`config.mk`:
```
export PLATFORM = sky130hd
export DESIGN_NAME = game_step_top
export DESIGN_NICKNAME = d
export VERILOG_FILES = /design/src/maze_pkg.sv /design/src/collision_judge.sv /design/src/game_step_top.sv /design/src/ghost_bank.sv /design/src/ghost_walker.sv /design/src/player_mover.sv
export SDC_FILE = /design/constraint.sdc
export NUM_CORES = 1
export LEC_CHECK = 0
export BUFFER_PORTS_ARGS = -buffer_cell sky130_fd_sc_hd__buf_2
export CORE_MARGIN = 4
export CORE_UTILIZATION = 43
export CTS_CLUSTER_DIAMETER = 200
export CTS_CLUSTER_SIZE = 24
export DETAILED_ROUTE_END_ITERATION = 16
export GPL_TIMING_DRIVEN = 0
export PLACE_DENSITY_LB_ADDON = 0.2
export SLEW_MARGIN = 20
export SYNTH_ARGS = -nofsm -noshare
export SYNTH_HDL_FRONTEND = slang
export SYNTH_SLANG_ARGS = --single-unit
```
`constraint.sdc`:
```
create_clock -name clock -period 1.89 [get_ports clock]
set_input_delay 0.189 -clock clock [delete_from_list [all_inputs] [get_ports clock]]
set_output_delay 0.189 -clock clock [all_outputs]
set_load 0.01 [all_outputs]
```
`src/ghost_paths.mem`:
```
// One entry per line, x in bits 8..4, y in bits 3..0 (ghost 1, ghost 2, ghost 3)
033
043
053
063
073
074
075
076
077
067
057
047
037
036
035
034
066
076
086
096
0a6
0b6
0c6
0c7
0c8
0c9
0ca
0ba
0aa
09a
08a
07a
06a
069
068
067
088
098
0a8
0b8
0b9
0ba
0bb
0ab
09b
08b
08a
089

```
`src/maze_pkg.sv`:
```
// Maze chase shared definitions
`default_nettype none

package maze_pkg;

    // Playfield size in cells
    localparam int GRID_W = 29;
    localparam int GRID_H = 13;

    typedef logic [4:0] grid_x_t; // Column 0..28
    typedef logic [3:0] grid_y_t; // Row 0..12

    // Direction codes, anything else is a stay
    typedef logic [2:0] dir_t;
    localparam dir_t DIR_UP    = 3'd1;
    localparam dir_t DIR_LEFT  = 3'd2;
    localparam dir_t DIR_DOWN  = 3'd3;
    localparam dir_t DIR_RIGHT = 3'd4;

    // Player cell after reset
    localparam grid_x_t PLAYER_START_X = 5'd1;
    localparam grid_y_t PLAYER_START_Y = 4'd1;

    // Ghost path table
    localparam int    PATH_ADDR_W = 6;
    localparam int    PATH_DEPTH  = 1 << PATH_ADDR_W; // 64 lines
    localparam string PATH_FILE   = "/design/src/ghost_paths.mem";

    // One table line, x in the upper bits
    typedef struct packed {
        grid_x_t x;
        grid_y_t y;
    } path_entry_t;

endpackage

`default_nettype wire

```
`src/collision_judge.sv`:
```
// Player versus ghost collision check
`default_nettype none
`timescale 1ns/1ps

module collision_judge import maze_pkg::*; (
    input  wire          clock,
    input  wire          resetn,
    input  wire grid_x_t player_x,
    input  wire grid_x_t ghost1_x,
    input  wire grid_x_t ghost2_x,
    input  wire grid_x_t ghost3_x,
    input  wire grid_y_t player_y,
    input  wire grid_y_t ghost1_y,
    input  wire grid_y_t ghost2_y,
    input  wire grid_y_t ghost3_y,
    input  wire          step_pending,  // Raw step from outside
    output logic         step_done,     // One pulse per accepted step
    output logic         collided,      // Valid with step_done
    output logic         game_over      // Sticky until reset
);

    logic step_q;   // Step accepted last cycle, positions now settled
    logic hit;      // Player shares a cell with some ghost

    assign hit = ((player_x == ghost1_x) && (player_y == ghost1_y))
              || ((player_x == ghost2_x) && (player_y == ghost2_y))
              || ((player_x == ghost3_x) && (player_y == ghost3_y));

    always_ff @(posedge clock or negedge resetn) begin
        if (!resetn) begin
            step_q    <= 1'b0;
            step_done <= 1'b0;
            collided  <= 1'b0;
            game_over <= 1'b0;
        end else begin
            step_q    <= step_pending && !game_over; // Same gate as the movers
            step_done <= step_q;
            collided  <= step_q && hit;
            if (step_q && hit) begin
                game_over <= 1'b1; // First collision latches
            end
        end
    end

    // Back-to-back done only from back-to-back requests
    done_spacing: assert property (@(posedge clock) disable iff (!resetn)
        (step_done && $past(step_done))
            |-> ($past(step_pending, 2) && $past(step_pending, 3)));

endmodule

`default_nettype wire

```
`src/game_step_top.sv`:
```
// Maze chase game step core
`default_nettype none
`timescale 1ns/1ps

module game_step_top import maze_pkg::*; #(
    parameter int GHOST1_BASE = 0,     // Path 1 starts at (3,3)
    parameter int GHOST1_LEN  = 16,
    parameter int GHOST2_BASE = 16,    // Path 2 starts at (6,6)
    parameter int GHOST2_LEN  = 20,
    parameter int GHOST3_BASE = 36,    // Path 3 starts at (8,8)
    parameter int GHOST3_LEN  = 12
) (
    input  wire       clock,
    input  wire       resetn,
    input  wire       step,         // One-cycle step request
    input  wire dir_t dir,          // Player direction for this step
    output grid_x_t   player_x,
    output grid_y_t   player_y,
    output grid_x_t   ghost1_x,
    output grid_x_t   ghost2_x,
    output grid_x_t   ghost3_x,
    output grid_y_t   ghost1_y,
    output grid_y_t   ghost2_y,
    output grid_y_t   ghost3_y,
    output logic      step_done,    // Two cycles after step
    output logic      collided,
    output logic      game_over     // Also freezes both movers
);

    player_mover u_player (
        .clock    (clock),
        .resetn   (resetn),
        .step     (step),
        .frozen   (game_over),
        .dir      (dir),
        .player_x (player_x),
        .player_y (player_y)
    );

    ghost_bank #(
        .GHOST1_BASE (GHOST1_BASE),
        .GHOST1_LEN  (GHOST1_LEN),
        .GHOST2_BASE (GHOST2_BASE),
        .GHOST2_LEN  (GHOST2_LEN),
        .GHOST3_BASE (GHOST3_BASE),
        .GHOST3_LEN  (GHOST3_LEN)
    ) u_ghosts (
        .clock    (clock),
        .resetn   (resetn),
        .step     (step),
        .frozen   (game_over),
        .ghost1_x (ghost1_x),
        .ghost1_y (ghost1_y),
        .ghost2_x (ghost2_x),
        .ghost2_y (ghost2_y),
        .ghost3_x (ghost3_x),
        .ghost3_y (ghost3_y)
    );

    // Judges positions one cycle after each move
    collision_judge u_judge (
        .clock        (clock),
        .resetn       (resetn),
        .player_x     (player_x),
        .ghost1_x     (ghost1_x),
        .ghost2_x     (ghost2_x),
        .ghost3_x     (ghost3_x),
        .player_y     (player_y),
        .ghost1_y     (ghost1_y),
        .ghost2_y     (ghost2_y),
        .ghost3_y     (ghost3_y),
        .step_pending (step),
        .step_done    (step_done),
        .collided     (collided),
        .game_over    (game_over)
    );

endmodule

`default_nettype wire

```
`src/ghost_bank.sv`:
```
// Three-ghost path bank
`default_nettype none
`timescale 1ns/1ps

module ghost_bank import maze_pkg::*; #(
    parameter int GHOST1_BASE = 0,
    parameter int GHOST1_LEN  = 16,
    parameter int GHOST2_BASE = 16,
    parameter int GHOST2_LEN  = 20,
    parameter int GHOST3_BASE = 36,
    parameter int GHOST3_LEN  = 12
) (
    input  wire     clock,
    input  wire     resetn,
    input  wire     step,       // Shared advance request
    input  wire     frozen,     // Halts every ghost
    output grid_x_t ghost1_x,
    output grid_y_t ghost1_y,
    output grid_x_t ghost2_x,
    output grid_y_t ghost2_y,
    output grid_x_t ghost3_x,
    output grid_y_t ghost3_y
);

    // Each ghost owns its own stretch of the table
    ghost_walker #(.PATH_BASE(GHOST1_BASE), .PATH_LEN(GHOST1_LEN)) u_ghost1 (
        .clock   (clock),
        .resetn  (resetn),
        .step    (step),
        .frozen  (frozen),
        .ghost_x (ghost1_x),
        .ghost_y (ghost1_y)
    );

    ghost_walker #(.PATH_BASE(GHOST2_BASE), .PATH_LEN(GHOST2_LEN)) u_ghost2 (
        .clock   (clock),
        .resetn  (resetn),
        .step    (step),
        .frozen  (frozen),
        .ghost_x (ghost2_x),
        .ghost_y (ghost2_y)
    );

    ghost_walker #(.PATH_BASE(GHOST3_BASE), .PATH_LEN(GHOST3_LEN)) u_ghost3 (
        .clock   (clock),
        .resetn  (resetn),
        .step    (step),
        .frozen  (frozen),
        .ghost_x (ghost3_x),
        .ghost_y (ghost3_y)
    );

endmodule

`default_nettype wire

```
`src/ghost_walker.sv`:
```
// Single ghost path follower
`default_nettype none
`timescale 1ns/1ps

module ghost_walker import maze_pkg::*; #(
    parameter int PATH_BASE = 0,    // First table line of this path
    parameter int PATH_LEN  = 16    // Entries before wrap
) (
    input  wire     clock,
    input  wire     resetn,
    input  wire     step,
    input  wire     frozen,
    output grid_x_t ghost_x,
    output grid_y_t ghost_y
);

    localparam logic [PATH_ADDR_W-1:0] BASE_ADDR = PATH_ADDR_W'(PATH_BASE);
    localparam logic [PATH_ADDR_W-1:0] LAST_IDX  = PATH_ADDR_W'(PATH_LEN - 1);

    path_entry_t            path_rom [0:PATH_DEPTH-1]; // Whole table, own copy
    logic [PATH_ADDR_W-1:0] path_idx;                  // Entry within this path
    logic [PATH_ADDR_W-1:0] next_idx;
    logic [PATH_ADDR_W-1:0] next_addr;
    path_entry_t            ghost_pos;
    logic                   accept;

    initial begin
        $readmemh(PATH_FILE, path_rom);
    end

    assign accept = step && !frozen;

    // Loop back to the first entry after the last
    assign next_idx  = (path_idx == LAST_IDX) ? '0 : path_idx + 1'b1;
    assign next_addr = BASE_ADDR + next_idx;

    always_ff @(posedge clock or negedge resetn) begin
        if (!resetn) begin
            path_idx  <= '0;
            ghost_pos <= path_rom[BASE_ADDR]; // Start cell of the path
        end else if (accept) begin
            path_idx  <= next_idx;
            ghost_pos <= path_rom[next_addr];
        end
    end

    // Unpack table line
    assign ghost_x = ghost_pos.x;
    assign ghost_y = ghost_pos.y;

    // Index stays inside its own path
    idx_in_path: assert property (@(posedge clock) disable iff (!resetn)
        int'(path_idx) < PATH_LEN);

    // Path must not run off the table
    path_fits: assert property (@(posedge clock)
        (PATH_BASE + PATH_LEN) <= PATH_DEPTH);

endmodule

`default_nettype wire

```
`src/player_mover.sv`:
```
// Player position stepper
`default_nettype none
`timescale 1ns/1ps

module player_mover import maze_pkg::*; (
    input  wire       clock,
    input  wire       resetn,
    input  wire       step,     // One-cycle move request
    input  wire       frozen,   // Game over from the judge
    input  wire dir_t dir,      // Requested direction
    output grid_x_t   player_x,
    output grid_y_t   player_y
);

    localparam grid_x_t LAST_COL = grid_x_t'(GRID_W - 1);
    localparam grid_y_t LAST_ROW = grid_y_t'(GRID_H - 1);

    logic    accept;    // Step taken this cycle
    grid_x_t next_x;
    grid_y_t next_y;

    assign accept = step && !frozen;

    // Candidate cell with edge refusal
    always_comb begin
        next_x = player_x;
        next_y = player_y;
        case (dir)
            DIR_UP: begin
                if (player_y != '0) begin
                    next_y = player_y - 1'b1;
                end
            end
            DIR_DOWN: begin
                if (player_y != LAST_ROW) begin
                    next_y = player_y + 1'b1;
                end
            end
            DIR_LEFT: begin
                if (player_x != '0) begin
                    next_x = player_x - 1'b1;
                end
            end
            DIR_RIGHT: begin
                if (player_x != LAST_COL) begin
                    next_x = player_x + 1'b1;
                end
            end
            default: begin
                // Stay codes keep the cell
            end
        endcase
    end

    always_ff @(posedge clock or negedge resetn) begin
        if (!resetn) begin
            player_x <= PLAYER_START_X; // Top left corridor
            player_y <= PLAYER_START_Y;
        end else if (accept) begin
            player_x <= next_x;
            player_y <= next_y;
        end
    end

    // Position never leaves the playfield
    player_in_grid: assert property (@(posedge clock) disable iff (!resetn)
        (int'(player_x) < GRID_W) && (int'(player_y) < GRID_H));

endmodule

`default_nettype wire

```
### Yosys cells after proc, flatten, opt, wreduce, memory -nomap -nowiden

Index checks and enable logic that the tools add are counted.

| storage, ports and cells | value |
|---|---|
| input port bits | 6 |
| output and inout bits | 39 |
| flip-flop bits (word level) | 40 |
| logic and storage cells | 52 |

| operators by class | value |
|---|---|
| add/sub/neg operators | 4 |
| multiplexer cells | 6 |
| reductions and logical operators | 14 |
| equal/unequal tests | 16 |

Operators with widths:

| operator | number |
|---|---|
| 5-bit equality test | 3 |
| 4-bit equality test | 3 |
| 5-bit two-way mux | 2 |
| 5-bit one-hot mux with 2 select lines | 1 |
| 4-bit two-way mux | 2 |
| 2-bit by 1-bit != test with 1-bit output (second input constant) | 4 |
| 4-bit one-hot mux with 2 select lines | 1 |
| 4-bit AND reduction | 2 |
| 3-bit by 2-bit equality test with 1-bit output (second input constant) | 2 |
| 5-bit by 1-bit adder with 5-bit output (second input constant) | 1 |
| 1-bit logical AND | 5 |
| 5-bit != test (second input constant) | 1 |
| 5-bit nonzero test | 1 |
| 5-bit by 1-bit subtractor with 5-bit output (second input constant) | 1 |
| 4-bit by 1-bit adder with 4-bit output (second input constant) | 1 |
| 4-bit != test (second input constant) | 1 |
| 2-bit nonzero test | 2 |
| 4-bit nonzero test | 1 |
| 4-bit by 1-bit subtractor with 4-bit output (second input constant) | 1 |
| 3-bit by 1-bit equality test with 1-bit output (second input constant) | 1 |
| 3-bit equality test (second input constant) | 1 |
| 1-bit logical OR | 2 |
| 1-bit zero test | 1 |

### Logic depth before layout (Yosys ltp)

Gate-level depths: netlist of the first run.

| logic depth | value |
|---|---|
| depth in word-level cells | 5 |
| depth in mapped cells | 8 |

### Cells and area by module

Synthesis of the first run repeated with hierarchy kept, for this count alone.

| second synthesis, totals | value |
|---|---|
| cells, all modules | 134 |
| area total of the unflattened synthesis | 1276.2 um^2 |

Modules (own cells, without submodules):

| module | sequential area each (um^2) | area each (um^2) | times used | cells an instance |
|---|---|---|---|---|
| player_mover | 227.7 | 649.4 | 1 | 61 |
| collision_judge | 100.1 | 412.9 | 1 | 43 |
| ghost_walker | 0.0 | 71.3 | 3 | 10 |

### Worst setup path before layout of the first run

No wires, ideal clock.

| path | value |
|---|---|
| path kind | input -> register |
| start point | in dir[1] |
| end point | reg u_player.player_x[2] |
| data required time | 1810 ps |
| setup slack | -49 ps |
| path buffers | 1 |
| stages | 7 |
| arrival | 1859 ps |
| cells stage by stage | buf_6 > nor3b_1 > xnor2_1 > ha_1 > or3_1 > a211oi_1 > xor2_1 |

| on the way | value |
|---|---|
| word-level cells in the longest chain between the ends | 3 |
| elaborated cells between the ends (all ways) | 7 |
| those cells by class | eq/ne (4); mux (1); reduce/logical (2) |

RTL lines:

| item | line | RTL |
|---|---|---|
| start: declaration | game_step_top.sv:16 | `input wire dir_t dir,` |
| 3-bit equality test / 3-bit by 2-bit equality test with 1-bit output (equally long branches) | player_mover.sv:28 | `case (dir)` |
| 2-bit by 1-bit != test with 1-bit output (no line) / 2-bit nonzero test (equally long branches) | -- |  |
| 4-bit AND reduction (no line) | -- |  |
| end signal: assignment | player_mover.sv:60 | `player_x <= next_x;` |
| end: declaration | player_mover.sv:11 | `output grid_x_t player_x,` |

Several ways; a longest one is shown, not always the timed one.
A chain may end at the register's enable or synchronous reset.

### Final worst setup path of the first run

| path | value |
|---|---|
| start point | reg u_player.player_x[1] |
| end point | reg u_player.player_x[1] |

| on the way | value |
|---|---|
| word-level cells in the longest chain between the ends | 3 |
| elaborated cells between the ends (all ways) | 10 |
| those cells by class | add/sub (2); eq/ne (3); mux (3); reduce/logical (2) |

RTL lines:

| item | line | RTL |
|---|---|---|
| 5-bit by 1-bit adder with 5-bit output (tied with other cells) | player_mover.sv:46 | `next_x = player_x + 1'b1;` |
| 5-bit two-way mux (tied with other cells) | player_mover.sv:45 | `if (player_x != LAST_COL) begin` |
| 5-bit one-hot mux with 2 select lines / 4-bit AND reduction (equally long branches) | -- |  |

Several ways; a longest one is shown, not always the timed one. The select of a mux whose other input is x is not followed.

==> run metrics, run 1 <==
status=completed; Layout area overhead=27.58%; Detailed Routing Iterations Pass 1=4; maximum vdd ir drop=748.4 uV; flop-to-flop setup slack=between 0.06 and 0.07 ns; CP endpoint kind=register; WP data arrival=roughly 2 ns; vias per cell=~4.4; dpl cell area=1187 sq um; Final Net Count=155; Comb pwr share=between 40% and 50%; top cell type's share of synthesized area=between 20 and 30%; gr ovfl total=0; CTS H-Tree Depth=1; Int Pwr=approximately 850 uW; final RePlAce weighted congestion=0.8491; drt drc=0; most common flop cell mapped by yosys=dfrtp_1; Post-CTS Setup Inserts=0; Slew Viols, Final=0; worst hold path type=input pin to register; clock group share of total power=15.3%; Vias=749; die width=55.52 microns; r2r worst-path depth=5; clk_lat worst skew=approximately 0.28 ns; final hold vios=0; P per Cell Area=around 1100 nW/um^2; Area contributors post-synth=dfrtp_1, buf_4, dfstp_2; final worst clock skew=about 0.0064 ns; final setup fails=0; Initial Util=47.09%; number of synthesized flops with an enable pin=0; leakage=roughly 0.00065 uW; DRT iter0 DRCs=5; CP Launch Type=register; fraction of registers with async set/reset=between 90% and 100%; row count=16; CTS tree=done; reg2reg end=u_player.player_x[1]$_DFFE_PN0P_; total wire length=between 1500 and 2000 microns; Post-DRT Antenna Nets=0; synthesis warning total=0; design area=1239 sq um; Seq pwr share=35.9%; Setup CP Type=register to register; Post-DP HPWL=around 1400 microns; Crit path required time=approximately 2.1 ns; first-pass GRT wire length=roughly 3000 microns; sequential share of the synthesized area=31.19%; Netlist cell types=35; CP endpoint=u_player.player_x[1]$_DFFE_PN0P_; Max Clk Rate=about 0.55 GHz; CP startpoint=u_player.player_x[1]$_DFFE_PN0P_; n_diodes=0; Syn Area/Cell=about 10 sq um; Yosys reg bits=12; GRT Total Usage=11.86%; CTS Buf Count=3; synthesized area=roughly 1000 sq um; buffer depth of the longest clock path=2; I/O Buffers=16; root buf cell=clkbuf_4; unrepaired setup endpoints after global routing=false; Period Utilization, post-route=a little over nine tenths; Psw=about 570 uW; Net Sw Frac=about two fifths; crit-path max FO=8; post-synth top area cell=dfrtp_1; antenna violations before repair=0; clk sink count=12; largest net degree at the start of global routing=13; DIE AREA=3082 sq um; Critical R2R Launch=u_player.player_x[1]$_DFFE_PN0P_; total I/O pin count=45; share of layout cells above drive strength 1=~43%; die height=55.52 microns; Max Cap Violations=0; overall power=about 1400 uW; clock slew at reported path FFs=~0.090 ns; WL/cell=roughly 10 microns; CORE AREA=just over 2000 sq um; vias in the first global route=702; Final Critical Period=1.824 ns; Synth Instances=between 90 and 100
==> cell usage in the layout, fill, tap and decap left out, types with 2 or more instances in the layout <==
cell      Yosys  routed
a21oi_1       2       2
buf_2         0      16
buf_4        28      28
buf_6         2       2
clkbuf_4      0       3
conb_1        1      27
dfrtp_1      10      10
dfstp_2       2       2
ha_1          4       4
inv_1         3       3
mux2_2        2       2
mux2_4        2       2
nand2_1       3       3
nor3_1        2       2
o21ai_0       2       2
or3_1         3       3
xnor2_1       5       5
xor2_1        5       5
==> how the worst min path moves through the flow <==
stage,startpoint,to,cells past startpoint
finish,step,u_judge.step_q$_DFF_PN0_,3
global route,step,u_judge.step_q$_DFF_PN0_,3
CTS,step,u_judge.step_q$_DFF_PN0_,3
detailed placement,resetn,u_player.player_x[1]$_DFFE_PN0P_,1
global placement,resetn,u_player.player_x[1]$_DFFE_PN0P_,1
floorplan,resetn,u_judge.collided$_DFF_PN0_,0
==> power groups by stage <==
stage | sequential (uW) | combinational, uW | clock (uW)
CTS | 508 | 689 | 221
floorplan | 539 | 463 | 0
finish | 507 | 689 | 217
global route | 527 | 762 | 233
global placement | 506 | 662 | 0
detailed placement | 514 | 684 | 0
==> repair_timing <==
action,4_1_cts,5_1_grt
hold buffers,1,0
setup endpoints to repair,0,1
endpoints found under the hold margin,10,0
resized for setup,0,1
==> flip-flops by register name, summed over array words and instances, names as in the netlist <==
name and count:
u_player.player_x 5, u_player.player_y 4, u_judge.collided 1, u_judge.game_over 1
u_judge.step_q 1
==> critical path, cell delays in order, from the launching register on <==
cell and delay (ns):
dfrtp_1 0.39, buf_6 0.14, or4b_1 0.57, o22ai_4 0.20, nor2_2 0.11, mux2_4 0.30
==> metrics by stage <==
stage               instances  hold WS [ns]  utilization [%]  setup TNS, ns  setup slack, ns
floorplan                 123       -0.1066                -              0           0.1300
global placement          166       0.08016            57.58      -0.003786        -0.003786
detailed placement        166       0.08512            57.58        -0.1014          -0.1014
CTS                       171        0.1621            59.83              0          0.08338
global route              171        0.1728            60.07              0          0.02246
finish                    171        0.1623            60.07              0          0.06632
==> synth_stat cells (2+ instances only) <==
cell type	number
buf_4	28
dfrtp_1	10
xnor2_1	5
xor2_1	5
ha_1	4
inv_1	3
nand2_1	3
or3_1	3
a211oi_1	2
a21oi_1	2
buf_6	2
dfstp_2	2
mux2_2	2
mux2_4	2
nor3_1	2
nor3b_1	2
o21ai_0	2
==> area by class of cell <==
class | count | area, sq um
sequential | 12 | 302.8
multi-input combinational | 78 | 531.8
clock buffer | 4 | 36.28
fill | 186 | 823.3
buffer | 30 | 232.7
tap | 27 | 33.78
timing repair buffer | 17 | 90.09
inverter | 3 | 11.26
==> routing by layer <==
layer	vias to the layer above	wire length, microns	track usage [%]
met3	4	154	2.797
met1	333	744	13.12
met5	-	0	0
li1	375	-	-
met2	37	828	20.27
met4	0	42	7.292
==> kinds of logic (layout without fill, tap and decap cells) <==
logic type	after synthesis	count (layout)	synth area share, %
DFF	12	12	31.19
adders and majority gates	4	4	5.155
xor gates and xnor gates	10	10	9.020
muxes	4	4	5.412
and+or+nand+nor	22	22	14.56
buffers and inverters	33	54	25.13
other	1	27	0.3862
AOI/OAI and AO/OA	11	11	9.150
(Power assumes the default switching activity.)
==> inputs of run 2 (changes only) <==
- CORE_ASPECT_RATIO: not set -> 0.7
==> run metrics, run 2 (synthesis results as in run 1) <==
gr ovfl total=0; Crit path required time=2.05 ns; CTS H-Tree Depth=1; Critical R2R Launch=u_player.player_x[1]$_DFFE_PN0P_; vias in the first global route=between 600 and 700; worst hold endpoint=u_judge.step_q$_DFF_PN0_; unrepaired setup endpoints after global routing=false; maximum vdd ir drop=approximately 440 uV; Largest Register=u_player.player_x; most frequent cells in the layout=buf_4, conb_1, buf_2, dfrtp_1; Hold Path Depth=3; worst hold path type=input pin to register; r2r worst-path depth=5; leakage=roughly 0.00065 uW; flop-to-flop setup slack=just over 0.1 ns; final hold vios=0; max incr delay on CP=0.57 ns; setup_tns=0 ns; critical path, cell by cell=buf_6 > or4b_1 > o22ai_4 > nor2_2 > mux2_4; final worst clock skew=0.0002415 ns; CTS tree=done; Vias=approximately 740; GRT Total Usage=roughly an eighth; clk_lat worst skew=approximately 0.27 ns; # fillers=210; final RePlAce weighted congestion=a little under 0.7; Max Cap Violations=0; CP max-delay cell=or4b_1; buffer depth of the longest clock path=2; Post-DP HPWL=~1500 microns; Slew Viols, Final=0; CP bufs+invs=1; total wire length=approximately 1800 microns; dpl cell area=~1200 sq um; largest net degree at the start of global routing=13; I/O Buffers=16; total I/O pin count=45; design area=between 1000 and 1500 sq um; Post-DRT Antenna Nets=0; DIE AREA=between 3000 and 4000 sq um; WP data arrival=1.95 ns; CP endpoint kind=register; Layout area overhead=27.71%; die height=around 48 microns; Setup CP Type=register to register; antenna violations before repair=0; CP startpoint=u_player.player_x[1]$_DFFE_PN0P_; Final Critical Period=1.789 ns; first-pass GRT wire length=about 2700 microns; Post-CTS Setup Inserts=0; DRT iter0 DRCs=10; CTS Buf Count=3; WL/cell=between 10 and 15 microns; root buf cell=clkbuf_4; Largest regs=u_player.player_x: 5 flops, u_player.player_y: 4 flops; reg2reg end=u_player.player_x[1]$_DFFE_PN0P_; final setup fails=0; most common cell after layout, fill and taps aside=buf_4; HP Start=step; P per Cell Area=roughly 1100 nW/um^2; Period Utilization, post-route=94.66%; Layout Utilization=roughly 58%; drt drc=0; CP delay by family, top=simple AND/OR/NAND/NOR gates; CORE AREA=2155 sq um; share of layout cells above drive strength 1=a little over two fifths; die width=~65 microns; n_diodes=0; status=completed; crit-path max FO=8; row count=14; CP Launch Type=register; clk sink count=12; Final Net Count=~160; Detailed Routing Iterations Pass 1=4; Max Clk Rate=0.5589 GHz; vias per cell=about 4.2; clock slew at reported path FFs=about 0.07 ns; Initial Util=around 45%; max reg flops=5
[run 2: cell count changes in the layout (fill, tap and decap cells not counted)]
cell,delta
a211oi_2,-1
a211oi_1,+1
[run 2: how the worst max path moves through the flow]
stage / end / slack (ns) / cells past startpoint
after global routing: u_player.player_x[2]$_DFFE_PN0P_ / 0.0004 / 6
after floorplan: u_player.player_x[2]$_DFFE_PN0P_ / 0.13 / 7
after global placement: u_player.player_x[2]$_DFFE_PN0P_ / -0.01 / 7
final: u_player.player_x[1]$_DFFE_PN0P_ / 0.10 / 5
after detailed placement: u_player.player_x[2]$_DFFE_PN0P_ / -0.04 / 7
after CTS: u_player.player_x[1]$_DFFE_PN0P_ / 0.08 / 5
[run 2: worst reg2reg max path, stage by stage, from the launching register on]
cell,delay (ns)
dfrtp_1,0.39
buf_6,0.14
or4b_1,0.57
o22ai_4,0.18
nor2_2,0.10
mux2_4,0.31
[run 2: area by class of cell]
type	count	area, sq um	share of cell area [%]
multi-input cells	78	526.8	42.48
flip-flops and latches	12	302.8	24.42
plain buffers	30	232.7	18.77
repair buffers	17	90.09	7.265
well taps	32	40.04	3.229
clock buffers	4	36.28	2.926
inverters	3	11.26	0.9082
[run 2: layer usage]
layer,track usage (%),part of all wire [%],vias to the layer above,wire [microns]
li1,-,-,373,-
met1,12.94,43,332,764
met2,21.75,47,31,832
met3,4.930,8.5,2,150
met4,3.782,1.3,0,23
met5,0,0,-,0
[run 2: power by group]
part,internal (uW),switching [uW]
Sequential,370,141
Combinational,358,321
Clock,117,87.4
[run 2: what timing repair did]
action / CTS / global route
hold buffers: 1 / 0
endpoints found under the hold margin: 10 / 0
resized for setup: 0 / 0
setup endpoints to repair: 0 / 0
[run 2: through the flow]
step	total power [uW]	hold slack (ns)	worst slack (ns)	std cells
2_1_floorplan	1002	-0.1066	0.1300	123
3_3_place_gp	1167	0.07786	-0.01207	171
3_5_place_dp	1194	0.09104	-0.03824	171
4_1_cts	1410	0.1634	0.08485	176
5_1_grt	1527	0.1578	0.0004186	176
6_report	1394	0.1597	0.1009	176
